$ cat src/xaui_defs.svh
`ifndef XAUI_DEFS_SVH
`define XAUI_DEFS_SVH

// Lane count of the XAUI link.
`define XAUI_LANES 4

// Code-group sync thresholds per lane.
`define SYNC_GOOD_COMMAS 4
`define SYNC_BAD_CODES 4

// Lane alignment thresholds in /A/ events.
`define ALIGN_GOOD_COLS 4
`define ALIGN_BAD_COLS 4

// Transmit columns from one /A/ column to the next.
`define A_PERIOD 16

`endif

$ cat src/xgmii_pkg.sv
package xgmii_pkg;

  // One XGMII transfer covering two 32-bit columns.
  typedef struct packed {
    logic [63:0] data;
    logic [7:0]  ctrl;
  } xgmii_word_t;

  // Sequence ordered set, code byte in lane 0.
  typedef struct packed {
    logic [23:0] data;
    logic [7:0]  seq;
  } xgmii_os_t;

  // A column seen either as lane bytes or as an ordered set.
  typedef union packed {
    logic [3:0][7:0] lanes;
    xgmii_os_t       os;
  } xgmii_column_u;

  // Control codes.
  localparam logic [7:0] IDLE  = 8'h07;
  localparam logic [7:0] START = 8'hFB;
  localparam logic [7:0] TERM  = 8'hFD;
  localparam logic [7:0] ERROR = 8'hFE;
  localparam logic [7:0] SEQ   = 8'h9C;

  // Fault ordered-set payloads, lanes 3..1.
  localparam logic [23:0] LOCAL_FAULT_DATA  = 24'h01_0000;
  localparam logic [23:0] REMOTE_FAULT_DATA = 24'h02_0000;

endpackage

$ cat src/mgt_pkg.sv
`include "xaui_defs.svh"

package mgt_pkg;

  // Transceiver word; byte k belongs to lane k mod 4.
  typedef struct packed {
    logic [63:0] data;
    logic [7:0]  charisk;
  } mgt_word_t;

  // Per-byte receive flags from the transceiver.
  typedef struct packed {
    logic [7:0] codecomma;
    logic [7:0] codevalid;
  } mgt_lane_status_t;

  // Loopback sits in bit 0.
  typedef struct packed {
    logic [2:0] reserved;
    logic       reset_rx_link_status;
    logic       reset_local_fault;
    logic       powerdown;
    logic       loopback;
  } xaui_config_t;

  typedef struct packed {
    logic                   rx_link_up;
    logic                   align_status;
    logic [`XAUI_LANES-1:0] sync_status;
    logic [1:0]             local_fault;
  } xaui_status_t;

  // 8b/10b special characters.
  localparam logic [7:0] K28_5 = 8'hBC;
  localparam logic [7:0] K28_3 = 8'h7C;
  localparam logic [7:0] K28_4 = 8'h9C;

endpackage

$ cat src/pcs_tx.sv
`timescale 1ns/1ps
`include "xaui_defs.svh"

module pcs_tx (
  input  logic                   usrclk,
  input  logic                   reset,
  input  xgmii_pkg::xgmii_word_t xgmii_tx,
  output mgt_pkg::mgt_word_t     mgt_tx
);

  localparam int CW = $clog2(`A_PERIOD);

  xgmii_pkg::xgmii_word_t tx_q;
  mgt_pkg::mgt_word_t     enc;
  logic [CW-1:0]          col;
  logic                   a_lo;
  logic                   a_hi;

  // Returns {charisk, code group} for one XGMII byte.
  function automatic logic [8:0] encode_byte(input logic [7:0] d, input logic c,
                                             input logic is_a);
    logic [8:0] r;
    if (!c) begin
      r = {1'b0, d};
    end else begin
      case (d)
        xgmii_pkg::IDLE:  r = {1'b1, is_a ? mgt_pkg::K28_3 : mgt_pkg::K28_5};
        xgmii_pkg::SEQ:   r = {1'b1, mgt_pkg::K28_4};
        xgmii_pkg::START,
        xgmii_pkg::TERM,
        xgmii_pkg::ERROR: r = {1'b1, d};
        default:          r = {1'b1, xgmii_pkg::ERROR};
      endcase
    end
    return r;
  endfunction

  always_ff @(posedge usrclk) begin
    tx_q <= xgmii_tx;
  end

  // Column number of the low half, modulo the /A/ period.
  always_ff @(posedge usrclk) begin
    if (reset) begin
      col <= '0;
    end else if (int'(col) + 2 >= `A_PERIOD) begin
      col <= CW'(int'(col) + 2 - `A_PERIOD);
    end else begin
      col <= col + CW'(2);
    end
  end

  assign a_lo = (col == '0);
  assign a_hi = (int'(col) + 1 == `A_PERIOD);

  always_comb begin
    for (int i = 0; i < 2 * `XAUI_LANES; i++) begin
      {enc.charisk[i], enc.data[8*i +: 8]} =
        encode_byte(tx_q.data[8*i +: 8], tx_q.ctrl[i], (i < `XAUI_LANES) ? a_lo : a_hi);
    end
  end

  always_ff @(posedge usrclk) begin
    if (reset) begin
      mgt_tx.data    <= {8{mgt_pkg::K28_5}};
      mgt_tx.charisk <= '1;
    end else begin
      mgt_tx <= enc;
    end
  end

endmodule

$ cat src/pcs_sync.sv
`timescale 1ns/1ps
`include "xaui_defs.svh"

module pcs_sync (
  input  logic                      usrclk,
  input  logic                      reset,
  input  mgt_pkg::mgt_lane_status_t lane_status,
  input  logic [`XAUI_LANES-1:0]    syncok,
  input  logic [`XAUI_LANES-1:0]    rxlock,
  input  logic [`XAUI_LANES-1:0]    signal_detect,
  output logic [`XAUI_LANES-1:0]    lanesync,
  output logic [`XAUI_LANES-1:0]    enable_align
);

  localparam int N  = `XAUI_LANES;
  localparam int GW = $clog2(`SYNC_GOOD_COMMAS + 1);
  localparam int BW = $clog2(`SYNC_BAD_CODES + 1);

  logic [N-1:0]         comma;
  logic [N-1:0]         invalid;
  logic [N-1:0]         link_ok;
  logic [N-1:0]         sync_q;
  logic [N-1:0][GW-1:0] good_cnt;
  logic [N-1:0][BW-1:0] bad_cnt;

  // Each lane owns bytes k and k+N.
  always_comb begin
    for (int k = 0; k < N; k++) begin
      comma[k]   = lane_status.codecomma[k] | lane_status.codecomma[k+N];
      invalid[k] = ~(lane_status.codevalid[k] & lane_status.codevalid[k+N]);
      link_ok[k] = signal_detect[k] & rxlock[k] & syncok[k];
    end
  end

  always_ff @(posedge usrclk) begin
    if (reset) begin
      sync_q   <= '0;
      good_cnt <= '0;
      bad_cnt  <= '0;
    end else begin
      for (int k = 0; k < N; k++) begin
        if (!link_ok[k]) begin
          sync_q[k]   <= 1'b0;
          good_cnt[k] <= '0;
          bad_cnt[k]  <= '0;
        end else if (!sync_q[k]) begin
          // Hunting for consecutive clean commas.
          bad_cnt[k] <= '0;
          if (comma[k] && !invalid[k]) begin
            if (good_cnt[k] == GW'(`SYNC_GOOD_COMMAS - 1)) begin
              sync_q[k]   <= 1'b1;
              good_cnt[k] <= '0;
            end else begin
              good_cnt[k] <= good_cnt[k] + 1'b1;
            end
          end else begin
            good_cnt[k] <= '0;
          end
        end else begin
          good_cnt[k] <= '0;
          if (invalid[k]) begin
            if (bad_cnt[k] == BW'(`SYNC_BAD_CODES - 1)) begin
              sync_q[k]  <= 1'b0;
              bad_cnt[k] <= '0;
            end else begin
              bad_cnt[k] <= bad_cnt[k] + 1'b1;
            end
          end else begin
            bad_cnt[k] <= '0;
          end
        end
      end
    end
  end

  assign lanesync     = sync_q & link_ok;
  assign enable_align = ~lanesync;

endmodule

$ cat src/pcs_deskew.sv
`timescale 1ns/1ps
`include "xaui_defs.svh"

module pcs_deskew (
  input  logic                   usrclk,
  input  logic                   reset,
  input  mgt_pkg::mgt_word_t     mgt_rx,
  input  logic [7:0]             codevalid,
  input  logic [`XAUI_LANES-1:0] sync_status,
  output logic                   enchansync,
  output logic                   align_status
);

  localparam int N  = `XAUI_LANES;
  localparam int GW = $clog2(`ALIGN_GOOD_COLS + 1);
  localparam int BW = $clog2(`ALIGN_BAD_COLS + 1);

  logic [1:0]    has_a;
  logic [1:0]    col_ok;
  logic [GW-1:0] good_cnt;
  logic [GW-1:0] good_n;
  logic [BW-1:0] bad_cnt;
  logic [BW-1:0] bad_n;
  logic          align_q;
  logic          align_n;

  // Low and high column of the word.
  always_comb begin
    for (int h = 0; h < 2; h++) begin
      has_a[h]  = 1'b0;
      col_ok[h] = 1'b1;
      for (int k = 0; k < N; k++) begin
        has_a[h]  |= mgt_rx.charisk[h*N+k] && (mgt_rx.data[8*(h*N+k) +: 8] == mgt_pkg::K28_3);
        col_ok[h] &= mgt_rx.charisk[h*N+k] && (mgt_rx.data[8*(h*N+k) +: 8] == mgt_pkg::K28_3)
                     && codevalid[h*N+k];
      end
    end
  end

  // Both columns are taken in order within one cycle.
  always_comb begin
    good_n  = good_cnt;
    bad_n   = bad_cnt;
    align_n = align_q;
    for (int h = 0; h < 2; h++) begin
      if (has_a[h]) begin
        if (!align_n) begin
          if (col_ok[h]) begin
            if (good_n == GW'(`ALIGN_GOOD_COLS - 1)) begin
              align_n = 1'b1;
              good_n  = '0;
            end else begin
              good_n = good_n + 1'b1;
            end
          end
        end else if (col_ok[h]) begin
          bad_n = '0;
        end else if (bad_n == BW'(`ALIGN_BAD_COLS - 1)) begin
          align_n = 1'b0;
          bad_n   = '0;
        end else begin
          bad_n = bad_n + 1'b1;
        end
      end
    end
    if (!(&sync_status)) begin
      align_n = 1'b0;
      good_n  = '0;
      bad_n   = '0;
    end
  end

  always_ff @(posedge usrclk) begin
    if (reset) begin
      align_q  <= 1'b0;
      good_cnt <= '0;
      bad_cnt  <= '0;
    end else begin
      align_q  <= align_n;
      good_cnt <= good_n;
      bad_cnt  <= bad_n;
    end
  end

  assign enchansync   = &sync_status;
  assign align_status = align_q;

endmodule

$ cat src/pcs_rx.sv
`timescale 1ns/1ps
`include "xaui_defs.svh"

module pcs_rx (
  input  logic                   usrclk,
  input  logic                   reset,
  input  mgt_pkg::mgt_word_t     mgt_rx,
  input  logic [7:0]             codevalid,
  input  logic                   align_status,
  output xgmii_pkg::xgmii_word_t xgmii_rx
);

  mgt_pkg::mgt_word_t             rx_q;
  logic [7:0]                     valid_q;
  xgmii_pkg::xgmii_column_u [1:0] dec_col;
  logic [7:0]                     dec_ctrl;
  xgmii_pkg::xgmii_column_u       lf_col;

  always_ff @(posedge usrclk) begin
    rx_q    <= mgt_rx;
    valid_q <= codevalid;
  end

  always_comb begin
    for (int i = 0; i < 2 * `XAUI_LANES; i++) begin
      if (!valid_q[i]) begin
        dec_col[i / `XAUI_LANES].lanes[i % `XAUI_LANES] = xgmii_pkg::ERROR;
        dec_ctrl[i] = 1'b1;
      end else if (rx_q.charisk[i] && (rx_q.data[8*i +: 8] == mgt_pkg::K28_5 ||
                                       rx_q.data[8*i +: 8] == mgt_pkg::K28_3)) begin
        // Both /K/ and /A/ are idle.
        dec_col[i / `XAUI_LANES].lanes[i % `XAUI_LANES] = xgmii_pkg::IDLE;
        dec_ctrl[i] = 1'b1;
      end else begin
        dec_col[i / `XAUI_LANES].lanes[i % `XAUI_LANES] = rx_q.data[8*i +: 8];
        dec_ctrl[i] = rx_q.charisk[i];
      end
    end
  end

  // Local fault sequence column.
  always_comb begin
    lf_col.os.seq  = xgmii_pkg::SEQ;
    lf_col.os.data = xgmii_pkg::LOCAL_FAULT_DATA;
  end

  always_ff @(posedge usrclk) begin
    if (reset || !align_status) begin
      xgmii_rx.data <= {lf_col, lf_col};
      xgmii_rx.ctrl <= 8'h11;
    end else begin
      xgmii_rx.data <= dec_col;
      xgmii_rx.ctrl <= dec_ctrl;
    end
  end

endmodule

$ cat src/xaui_status.sv
`timescale 1ns/1ps
`include "xaui_defs.svh"

module xaui_status (
  input  logic                   usrclk,
  input  logic                   reset,
  input  mgt_pkg::xaui_config_t  config_vector,
  input  logic [`XAUI_LANES-1:0] lanesync_int,
  input  logic                   align_int,
  input  xgmii_pkg::xgmii_word_t xgmii_rx,
  output logic                   loopback,
  output logic                   powerdown,
  output logic [`XAUI_LANES-1:0] sync_status,
  output logic                   align_status,
  output mgt_pkg::xaui_status_t  status_vector
);

  xgmii_pkg::xgmii_column_u [1:0] rx_cols;
  logic                           remote_fault;
  logic                           prev_reset_lf;
  logic                           prev_reset_link;
  logic [1:0]                     local_fault;
  logic                           rx_link_up;

  assign loopback  = config_vector.loopback;
  assign powerdown = config_vector.powerdown;

  assign rx_cols = xgmii_rx.data;

  // Remote fault ordered set in either column.
  always_comb begin
    remote_fault = 1'b0;
    for (int c = 0; c < 2; c++) begin
      remote_fault |= (xgmii_rx.ctrl[4*c +: 4] == 4'b0001) &&
                      (rx_cols[c].os.seq == xgmii_pkg::SEQ) &&
                      (rx_cols[c].os.data == xgmii_pkg::REMOTE_FAULT_DATA);
    end
  end

  always_ff @(posedge usrclk) begin
    if (reset) begin
      sync_status     <= '0;
      align_status    <= 1'b0;
      prev_reset_lf   <= 1'b0;
      prev_reset_link <= 1'b0;
      local_fault     <= 2'b10;
      rx_link_up      <= 1'b0;
    end else begin
      sync_status     <= lanesync_int;
      align_status    <= align_int;
      prev_reset_lf   <= config_vector.reset_local_fault;
      prev_reset_link <= config_vector.reset_rx_link_status;
      if (config_vector.reset_local_fault && !prev_reset_lf) begin
        local_fault <= 2'b00;
      end
      if (config_vector.reset_rx_link_status && !prev_reset_link) begin
        rx_link_up <= align_status;
      end
      if (remote_fault) begin
        local_fault[0] <= 1'b0;
      end
      // Loss of alignment wins over the clears above.
      if (!align_status) begin
        local_fault[1] <= 1'b1;
        rx_link_up     <= 1'b0;
      end
    end
  end

  always_comb begin
    status_vector.rx_link_up   = rx_link_up;
    status_vector.align_status = align_status;
    status_vector.sync_status  = sync_status;
    status_vector.local_fault  = local_fault;
  end

endmodule

$ cat src/xaui_kat.sv
`timescale 1ns/1ps
`include "xaui_defs.svh"

module xaui_kat (
  input  logic                      usrclk,
  input  logic                      reset,
  input  xgmii_pkg::xgmii_word_t    xgmii_tx,
  output xgmii_pkg::xgmii_word_t    xgmii_rx,
  output mgt_pkg::mgt_word_t        mgt_tx,
  input  mgt_pkg::mgt_word_t        mgt_rx,
  input  mgt_pkg::mgt_lane_status_t mgt_lane,
  input  logic [`XAUI_LANES-1:0]    mgt_syncok,
  input  logic [`XAUI_LANES-1:0]    mgt_rxlock,
  input  logic [`XAUI_LANES-1:0]    signal_detect,
  output logic [`XAUI_LANES-1:0]    mgt_enable_align,
  output logic                      mgt_enchansync,
  output logic                      mgt_loopback,
  output logic                      mgt_powerdown,
  input  mgt_pkg::xaui_config_t     config_vector,
  output mgt_pkg::xaui_status_t     status_vector,
  output logic [`XAUI_LANES-1:0]    sync_status,
  output logic                      align_status
);

  // Unregistered status from the PCS blocks.
  logic [`XAUI_LANES-1:0] lanesync_int;
  logic                   align_int;

  pcs_tx pcs_tx_inst (
    .usrclk   (usrclk),
    .reset    (reset),
    .xgmii_tx (xgmii_tx),
    .mgt_tx   (mgt_tx)
  );

  pcs_sync pcs_sync_inst (
    .usrclk        (usrclk),
    .reset         (reset),
    .lane_status   (mgt_lane),
    .syncok        (mgt_syncok),
    .rxlock        (mgt_rxlock),
    .signal_detect (signal_detect),
    .lanesync      (lanesync_int),
    .enable_align  (mgt_enable_align)
  );

  pcs_deskew pcs_deskew_inst (
    .usrclk       (usrclk),
    .reset        (reset),
    .mgt_rx       (mgt_rx),
    .codevalid    (mgt_lane.codevalid),
    .sync_status  (sync_status),
    .enchansync   (mgt_enchansync),
    .align_status (align_int)
  );

  pcs_rx pcs_rx_inst (
    .usrclk       (usrclk),
    .reset        (reset),
    .mgt_rx       (mgt_rx),
    .codevalid    (mgt_lane.codevalid),
    .align_status (align_status),
    .xgmii_rx     (xgmii_rx)
  );

  xaui_status xaui_status_inst (
    .usrclk        (usrclk),
    .reset         (reset),
    .config_vector (config_vector),
    .lanesync_int  (lanesync_int),
    .align_int     (align_int),
    .xgmii_rx      (xgmii_rx),
    .loopback      (mgt_loopback),
    .powerdown     (mgt_powerdown),
    .sync_status   (sync_status),
    .align_status  (align_status),
    .status_vector (status_vector)
  );

endmodule

$ cat config.mk
export PLATFORM = sky130hd
export DESIGN_NAME = xaui_kat
export DESIGN_NICKNAME = d
export VERILOG_FILES = /design/src/xgmii_pkg.sv /design/src/mgt_pkg.sv /design/src/pcs_tx.sv /design/src/pcs_sync.sv /design/src/pcs_deskew.sv /design/src/pcs_rx.sv /design/src/xaui_status.sv /design/src/xaui_kat.sv
export VERILOG_INCLUDE_DIRS = /design/src
export SDC_FILE = /design/constraint.sdc
export NUM_CORES = 1
export LEC_CHECK = 0
export BUFFER_PORTS_ARGS = -buffer_cell sky130_fd_sc_hd__buf_2
export CAP_MARGIN = 20
export CORE_ASPECT_RATIO = 2
export CORE_MARGIN = 4
export CORE_UTILIZATION = 35
export CTS_BUF_LIST = sky130_fd_sc_hd__clkbuf_4 sky130_fd_sc_hd__clkbuf_8
export DETAILED_ROUTE_END_ITERATION = 8
export SLEW_MARGIN = 15
export SYNTH_ARGS = -nofsm -noshare
export SYNTH_HDL_FRONTEND = slang
export SYNTH_SLANG_ARGS = --single-unit
$ cat constraint.sdc
create_clock -name usrclk -period 8.1 [get_ports usrclk]
set_clock_uncertainty 0.2 [all_clocks]
set_input_delay 0 -clock usrclk [delete_from_list [all_inputs] [get_ports usrclk]]
set_output_delay 0 -clock usrclk [all_outputs]
set_load 0.03 [all_outputs]
# Word-level counts from Yosys, hierarchy flattened
# Index checks and enable logic that the tools add are counted.
dict set report classes {
  add_sub_neg 16
  magnitude_cmp 1
  n_eq_ne 77
  n_mux 95
  bitwise_logic 50
  reduce_logical 74
}
# cell n
set op_table {}
lappend op_table {{== test 8 bit (second input constant)} 40}
lappend op_table {{one-hot mux 8 bit (3 select lines)} 8}
lappend op_table {{== test 8 x 7 -> 1 bit (second input constant)} 16}
lappend op_table {{two-way mux 8 bit} 16}
lappend op_table {{two-way mux 9 bit} 8}
lappend op_table {{== test 8 x 3 -> 1 bit (second input constant)} 8}
lappend op_table {{two-way mux 3 bit} 16}
lappend op_table {{two-way mux 1 bit} 44}
lappend op_table {{OR reduction 5 bit} 8}
lappend op_table {{adder 3 x 1 -> 3 bit (second input constant)} 12}
lappend op_table {{== test 3 x 2 -> 1 bit (second input constant)} 12}
lappend op_table {{== test 32 x 6 -> 1 bit (second input constant)} 1}
lappend op_table {{logical AND 1 bit} 30}
lappend op_table {{OR reduction 3 bit} 10}
lappend op_table {{OR reduction 2 bit} 12}
lappend op_table {{NOT 1 bit} 20}
lappend op_table {{bitwise AND 1 bit} 18}
lappend op_table {{two-way mux 7 bit} 2}
lappend op_table {{OR 1 bit} 10}
lappend op_table {{logical OR 1 bit} 9}
lappend op_table {{adder 4 x 1 -> 5 bit (second input constant)} 1}
lappend op_table {{adder 4 x 2 -> 5 bit (second input constant)} 1}
lappend op_table {{>= comparator 5 bit (second input constant)} 1}
lappend op_table {{adder 4 x 2 -> 4 bit (second input constant)} 1}
lappend op_table {{other kinds (7)} 9}
dict set report totals {
  reg_bits 344
  input_bits 181
  elab_cells 354
}

# Depth between registers and ports, before layout
dict set report logic_depth {
  ltp_word 14
  mapped_depth 10
  mapped_depth_nobuf 10
}

# Hierarchy
# From an unflattened synthesis, not the netlist that was laid out.
dict set report unflattened {
  hier_cells 1001
  hier_area_um2 11101.9
}
# module n_inst cells_per_inst area_each_um2 seq_area_each_um2
set by_module_without_submodules {}
lappend by_module_without_submodules {pcs_tx 1 388 4370.4 2942.8}
lappend by_module_without_submodules {pcs_rx 1 352 4276.6 3042.9}
lappend by_module_without_submodules {pcs_sync 1 128 1201.2 560.5}
lappend by_module_without_submodules {pcs_deskew 1 101 920.9 140.1}
lappend by_module_without_submodules {xaui_status 1 32 332.8 180.2}

# Worst setup path after synthesis
# OpenSTA, ideal clock, no wires.
dict set report synth_timing {
  kind {input port to flip-flop}
  start {in mgt_rx[33] (netlist name)}
  end {reg pcs_deskew_inst.good_cnt[0]}
  setup_time_ns 0.070
  t_arrival_ns 2.386
  required_time_ns 7.830
  slack_ns 5.444
  cell_stages 9
  path_buffers 0
  cell_sequence {or3b_4 > nor4_4 > and4_2 > mux2_1 > ha_1 > nor2b_1 > a31o_2 > or4_1 > a21oi_1}
}
dict set report synth_between {
  elab_chain_len 12
  elab_cells_between_ends 18
  classes_between {add/sub (1); eq/ne (2); mux (11); bitwise (2); reduce/logical (2)}
}
# element line
set synth_rtl {}
lappend synth_rtl {{start: declaration} xaui_kat.sv:10} ;# input mgt_pkg::mgt_word_t mgt_rx,
lappend synth_rtl {{== test 8 x 7 -> 1 bit (*)} {pcs_deskew.sv:33, pcs_deskew.sv:34}}
lappend synth_rtl {{logical AND 1 bit (*)} {pcs_deskew.sv:33, pcs_deskew.sv:34}}
lappend synth_rtl {{logical AND 1 bit} pcs_deskew.sv:35} ;# && codevalid[h*N+k];
lappend synth_rtl {{bitwise AND 1 bit} pcs_deskew.sv:35}
lappend synth_rtl {{two-way mux 3 bit} pcs_deskew.sv:48} ;# if (col_ok[h]) begin
lappend synth_rtl {{two-way mux 3 bit} pcs_deskew.sv:47} ;# if (!align_n) begin
lappend synth_rtl {{two-way mux 3 bit} pcs_deskew.sv:46} ;# if (has_a[h]) begin
lappend synth_rtl {{adder 3 x 1 -> 3 bit or == test 3 x 2 -> 1 bit (tied branches)} {pcs_deskew.sv:53, pcs_deskew.sv:49}}
lappend synth_rtl {{two-way mux 3 bit} pcs_deskew.sv:49} ;# if (good_n == GW'(`ALIGN_GOOD_COLS - 1)) begin
lappend synth_rtl {{two-way mux 3 bit} pcs_deskew.sv:48}
lappend synth_rtl {{two-way mux 3 bit} pcs_deskew.sv:47}
lappend synth_rtl {{two-way mux 3 bit (*)} pcs_deskew.sv:46}
lappend synth_rtl {{end signal: assignment} pcs_deskew.sv:80} ;# good_cnt <= good_n;
lappend synth_rtl {{end: declaration} pcs_deskew.sv:20} ;# logic [GW-1:0] good_cnt;
# Mark *: on every way between the ends. The rest lies on a longest branch, timed or not.
# A chain may end at the register's enable or synchronous reset.

# Worst setup path in the final report
dict set report layout_timing {
  start {in mgt_rx[15] (netlist name)}
  end {reg pcs_deskew_inst.good_cnt[0]}
}
dict set report layout_between {
  elab_chain_len 14
  elab_cells_between_ends 22
  classes_between {add/sub (1); eq/ne (2); mux (11); bitwise (6); reduce/logical (2)}
}
# element line
set layout_rtl {}
lappend layout_rtl {{== test 8 x 7 -> 1 bit (*)} {pcs_deskew.sv:33, pcs_deskew.sv:34}}
lappend layout_rtl {{logical AND 1 bit (*)} {pcs_deskew.sv:33, pcs_deskew.sv:34}}
lappend layout_rtl {{logical AND 1 bit} pcs_deskew.sv:35}
lappend layout_rtl {{bitwise AND 1 bit (3 in a row)} pcs_deskew.sv:35}
lappend layout_rtl {{two-way mux 3 bit} pcs_deskew.sv:48}
lappend layout_rtl {{two-way mux 3 bit} pcs_deskew.sv:47}
lappend layout_rtl {{two-way mux 3 bit} pcs_deskew.sv:46}
lappend layout_rtl {{adder 3 x 1 -> 3 bit or == test 3 x 2 -> 1 bit (tied branches)} {pcs_deskew.sv:53, pcs_deskew.sv:49}}
lappend layout_rtl {{two-way mux 3 bit} pcs_deskew.sv:49}
lappend layout_rtl {{two-way mux 3 bit} pcs_deskew.sv:48}
lappend layout_rtl {{two-way mux 3 bit} pcs_deskew.sv:47}
lappend layout_rtl {{two-way mux 3 bit (*)} pcs_deskew.sv:46}
# Marks and branches as above.

==> results.toml <==
[sta]
worst_pin_slew_ns = 0.8537
finalCritPeriodShare_pct = 40.37
relSlewSlack_pct = 42.62
period_needed_ns = 3.270
rsz0062_at_grt = "no"
max_freq_mhz = 305.8
setup_violations = 0
hold_viol = 0
setup_ws_ns = 4.830
hold_ws_ns = 0.04033
fin_setup_tns_ns = 0
maxSlewViolCount = 0

[cells_and_area]
syn_to_final_growth_pct = 60.63
layout-drive-gt1-share_pct = 26.80
ff_latch_area_um2 = 6867
multi_input_area_um2 = 3322
nets = 1867
fill_cells = 2356

[place]
gp_congestion = 0.8423
dp_slack_ns = 4.777
dp_hpwl_um = 21980
port_buffers = 336

[cts]
hold_buffers = 329
post_cts_resized = 0
root_buffer = "clkbuf_8"
cts.sinks = 343
cts_tree = "yes"
cts_buffers = 48
clk_latency_ns = 0.56
cts_buffer_depth = 3
clkTransAtPathRegs_ns = 0.06
cts_setup_buffers = 0
h-tree-depth = 2

[yosys]
yosysUniqueCellTypes = 59
synth_fp_nets = 1185
synth_area_um2 = 10560
synth.avg_cell_area_um2 = 10.75
syn-instance-count = 982
ys_ff_latch = 343
synthArstFlopShare_pct = 0
synth_seq_area_share_pct = 65.04
synth-edff-count = 0
ys_warn_count = 0
synth_flop_cell = "dfxtp_1"

[global_route]
antenna_found_initial = 3
grtUsageMet2_pct = 39.00
grt_pass1_wl_um = 51670
overflow = 0
met1_usage_pct = 17.63
grtUsageTotal_pct = 19.69
grt_max_degree = 77
grt_use_met3_pct = 5.280
globalRoute.busiestLayer = "met2"
first_global_vias = 10460

[power]
ir_drop_uv = 174.0
total_power_mw = 3.599
p_per_area_nw_per_um2 = 212.2
leakage_nw = 7.664

[setup_path]
cp_max_fo = 5
cp_cell_sequence = "dlygate4sd3_1 > buf_2 > nand4b_1 > nor4_2 > and4_2 > mux2_1 > ha_1 > nor2b_1 > a31o_2 > or4_1 > a21oi_1"
worst-r2r-setup-slack_ns = 5.24
worstSetupPathType = "primary input to flop"
crit_family = "simple AND/OR/NAND/NOR gates"
timing.rr.start = "pcs_deskew_inst.align_status"
worstReg2RegEnd = "pcs_deskew_inst.good_cnt[0]"
cp.arrival_ns = 3.57
worst-path-buf-inv = 2
worstRegToRegCells = 8
required_ns = 8.40
critical_path.endpoint_type = "flop"
start_kind = "primary input"
cp_slowest_cell = "nor4_2"
slowest_delay_ns = 0.73

[floorplan]
die_w_um = 130.8
start_util_pct = 35.64
rows = 89
die_h_um = 253.6
num_io_pins = 345
die_area_um2 = 33180
coreArea_um2 = 29620

[route]
routed_wl_um = 33450
drt-pass1-iter-count = 6
antenna_left = 0
routedWlPerCell_um = 16.20
drtIter0Drc = 244
drcViolationCount = 0
route.vias.total = 9707
avgViaCountPerCell = 4.701

[flow_run]
cap_violations = 0

[hold_path]
worstHoldPathType = "primary input to flop"
hp-start = "mgt_lane[4]"
hold_path_depth = 2
hold_end = "pcs_rx_inst.valid_q[4]"

[outcome]
status = "complete, no violations"
layout by cell type, fill, tap and decap left out, drive strengths merged, types with 6 or more instances in the layout:
master,count
dfxtp,343
buf,340
dlygate4sd3,329
nand2,89
nor2,77
a21oi,73
clkbuf,64
inv,53
or3,31
nand3,22
ha,22
nor4,22
nand4,19
or2,17
a31oi,14
nor3,14
nand2b,13
o21a,12
clkinv,12
nor2b,11
xor2,11
o21ai,10
nor3b,9
nand4b,8
o31a,7
or4,6
xnor2,6
a21o,6
bufinv,6
kinds of logic after synthesis:
group / count (synthesis) / synth area share, %
compound gates: 147 / 8.533
xor+xnor: 17 / 1.410
fa+ha+maj: 22 / 2.607
buf+inv: 89 / 3.520
flops: 343 / 65.04
mux: 7 / 0.6992
other cells: 1 / 0.03552
simple gates: 356 / 18.16
cell usage after synthesis, drive strengths merged, types with 3 or more instances:
cell,number,area share [%]
dfxtp,343,65
nand2,89,3.2
nor2,77,2.7
a21oi,73,3.5
inv,52,1.8
or3,31,1.8
ha,22,2.6
nand3,22,1.0
nor4,22,1.6
clkbuf,19,0.68
nand4,19,1.2
buf,18,1.0
or2,17,1.0
a31oi,14,0.83
nor3,14,0.76
nand2b,13,0.77
o21a,12,0.85
nor2b,11,0.65
xor2,11,0.91
o21ai,10,0.47
nor3b,9,0.64
nand4b,8,0.81
o31a,7,0.58
a21o,6,0.43
or4,6,0.43
xnor2,6,0.50
and3b,4,0.33
and4,4,0.34
mux2i,4,0.38
a22o,3,0.25
and3,3,0.18
mux2,3,0.32
o2111ai,3,0.25
o22ai,3,0.18
o31ai,3,0.21
or3b,3,0.27
power by group:
group / leakage, nW / total (mW) / internal (mW) / switching, mW
logic: 4.25 / 0.311 / 0.175 / 0.135
clock network: 0.576 / 1.50 / 0.862 / 0.638
registers: 2.84 / 1.79 / 1.75 / 0.0413
total: 7.66 / 3.60 / 2.78 / 0.814
sequential cells by signal (all words and copies together), names as in the netlist, 4 cells and up:
name	flops
pcs_rx_inst.xgmii_rx	72
pcs_tx_inst.mgt_tx	72
pcs_sync_inst.bad_cnt	12
xaui_status_inst.sync_status	4
pcs_sync_inst.sync_q	4
pcs_tx_inst.tx_q	72
pcs_sync_inst.good_cnt	12
pcs_rx_inst.valid_q	8
pcs_rx_inst.rx_q	72
layer usage:
metal | vias to the layer above | wire length [um]
met5 | - | 0
met2 | 365 | 18810
li1 | 4733 | -
met4 | 0 | 1431
met1 | 4517 | 10900
met3 | 92 | 2308
worst max path at each step:
| stage | start | end | slack (ns) | cells past startpoint |
|---|---|---|---|---|
| 2_1_floorplan | mgt_rx[33] | pcs_deskew_inst.good_cnt[0] | 5.44 | 9 |
| 3_3_place_gp | mgt_rx[15] | pcs_deskew_inst.good_cnt[0] | 4.84 | 10 |
| 3_5_place_dp | mgt_rx[15] | pcs_deskew_inst.good_cnt[0] | 4.78 | 10 |
| 4_1_cts | mgt_rx[15] | pcs_deskew_inst.good_cnt[0] | 4.88 | 11 |
| 5_1_grt | mgt_rx[15] | pcs_deskew_inst.good_cnt[0] | 4.72 | 11 |
| 6_report | mgt_rx[15] | pcs_deskew_inst.good_cnt[0] | 4.83 | 11 |
through the flow:
| stage | util [%] | instance area [um2] | std cells |
|---|---|---|---|
| final | 57.25 | 16960 | 2065 |
| after global routing | 57.25 | 16960 | 2065 |
| after CTS | 57.13 | 16920 | 2061 |
| after detailed placement | 42.35 | 12540 | 1648 |
| after global placement | 42.35 | 12540 | 1648 |
| after floorplan | - | 10560 | 982 |
cell type report:
class | instances | area share [%]
flip-flops and latches | 343 | 40.49
inverters | 52 | 1.151
clock buffers | 64 | 4.899
clock inverters | 20 | 1.512
repair buffers | 669 | 29.63
multi-input cells | 550 | 19.59
diodes | 3 | 0.04427
well taps | 364 | 2.686
(Power assumes the default switching activity.)
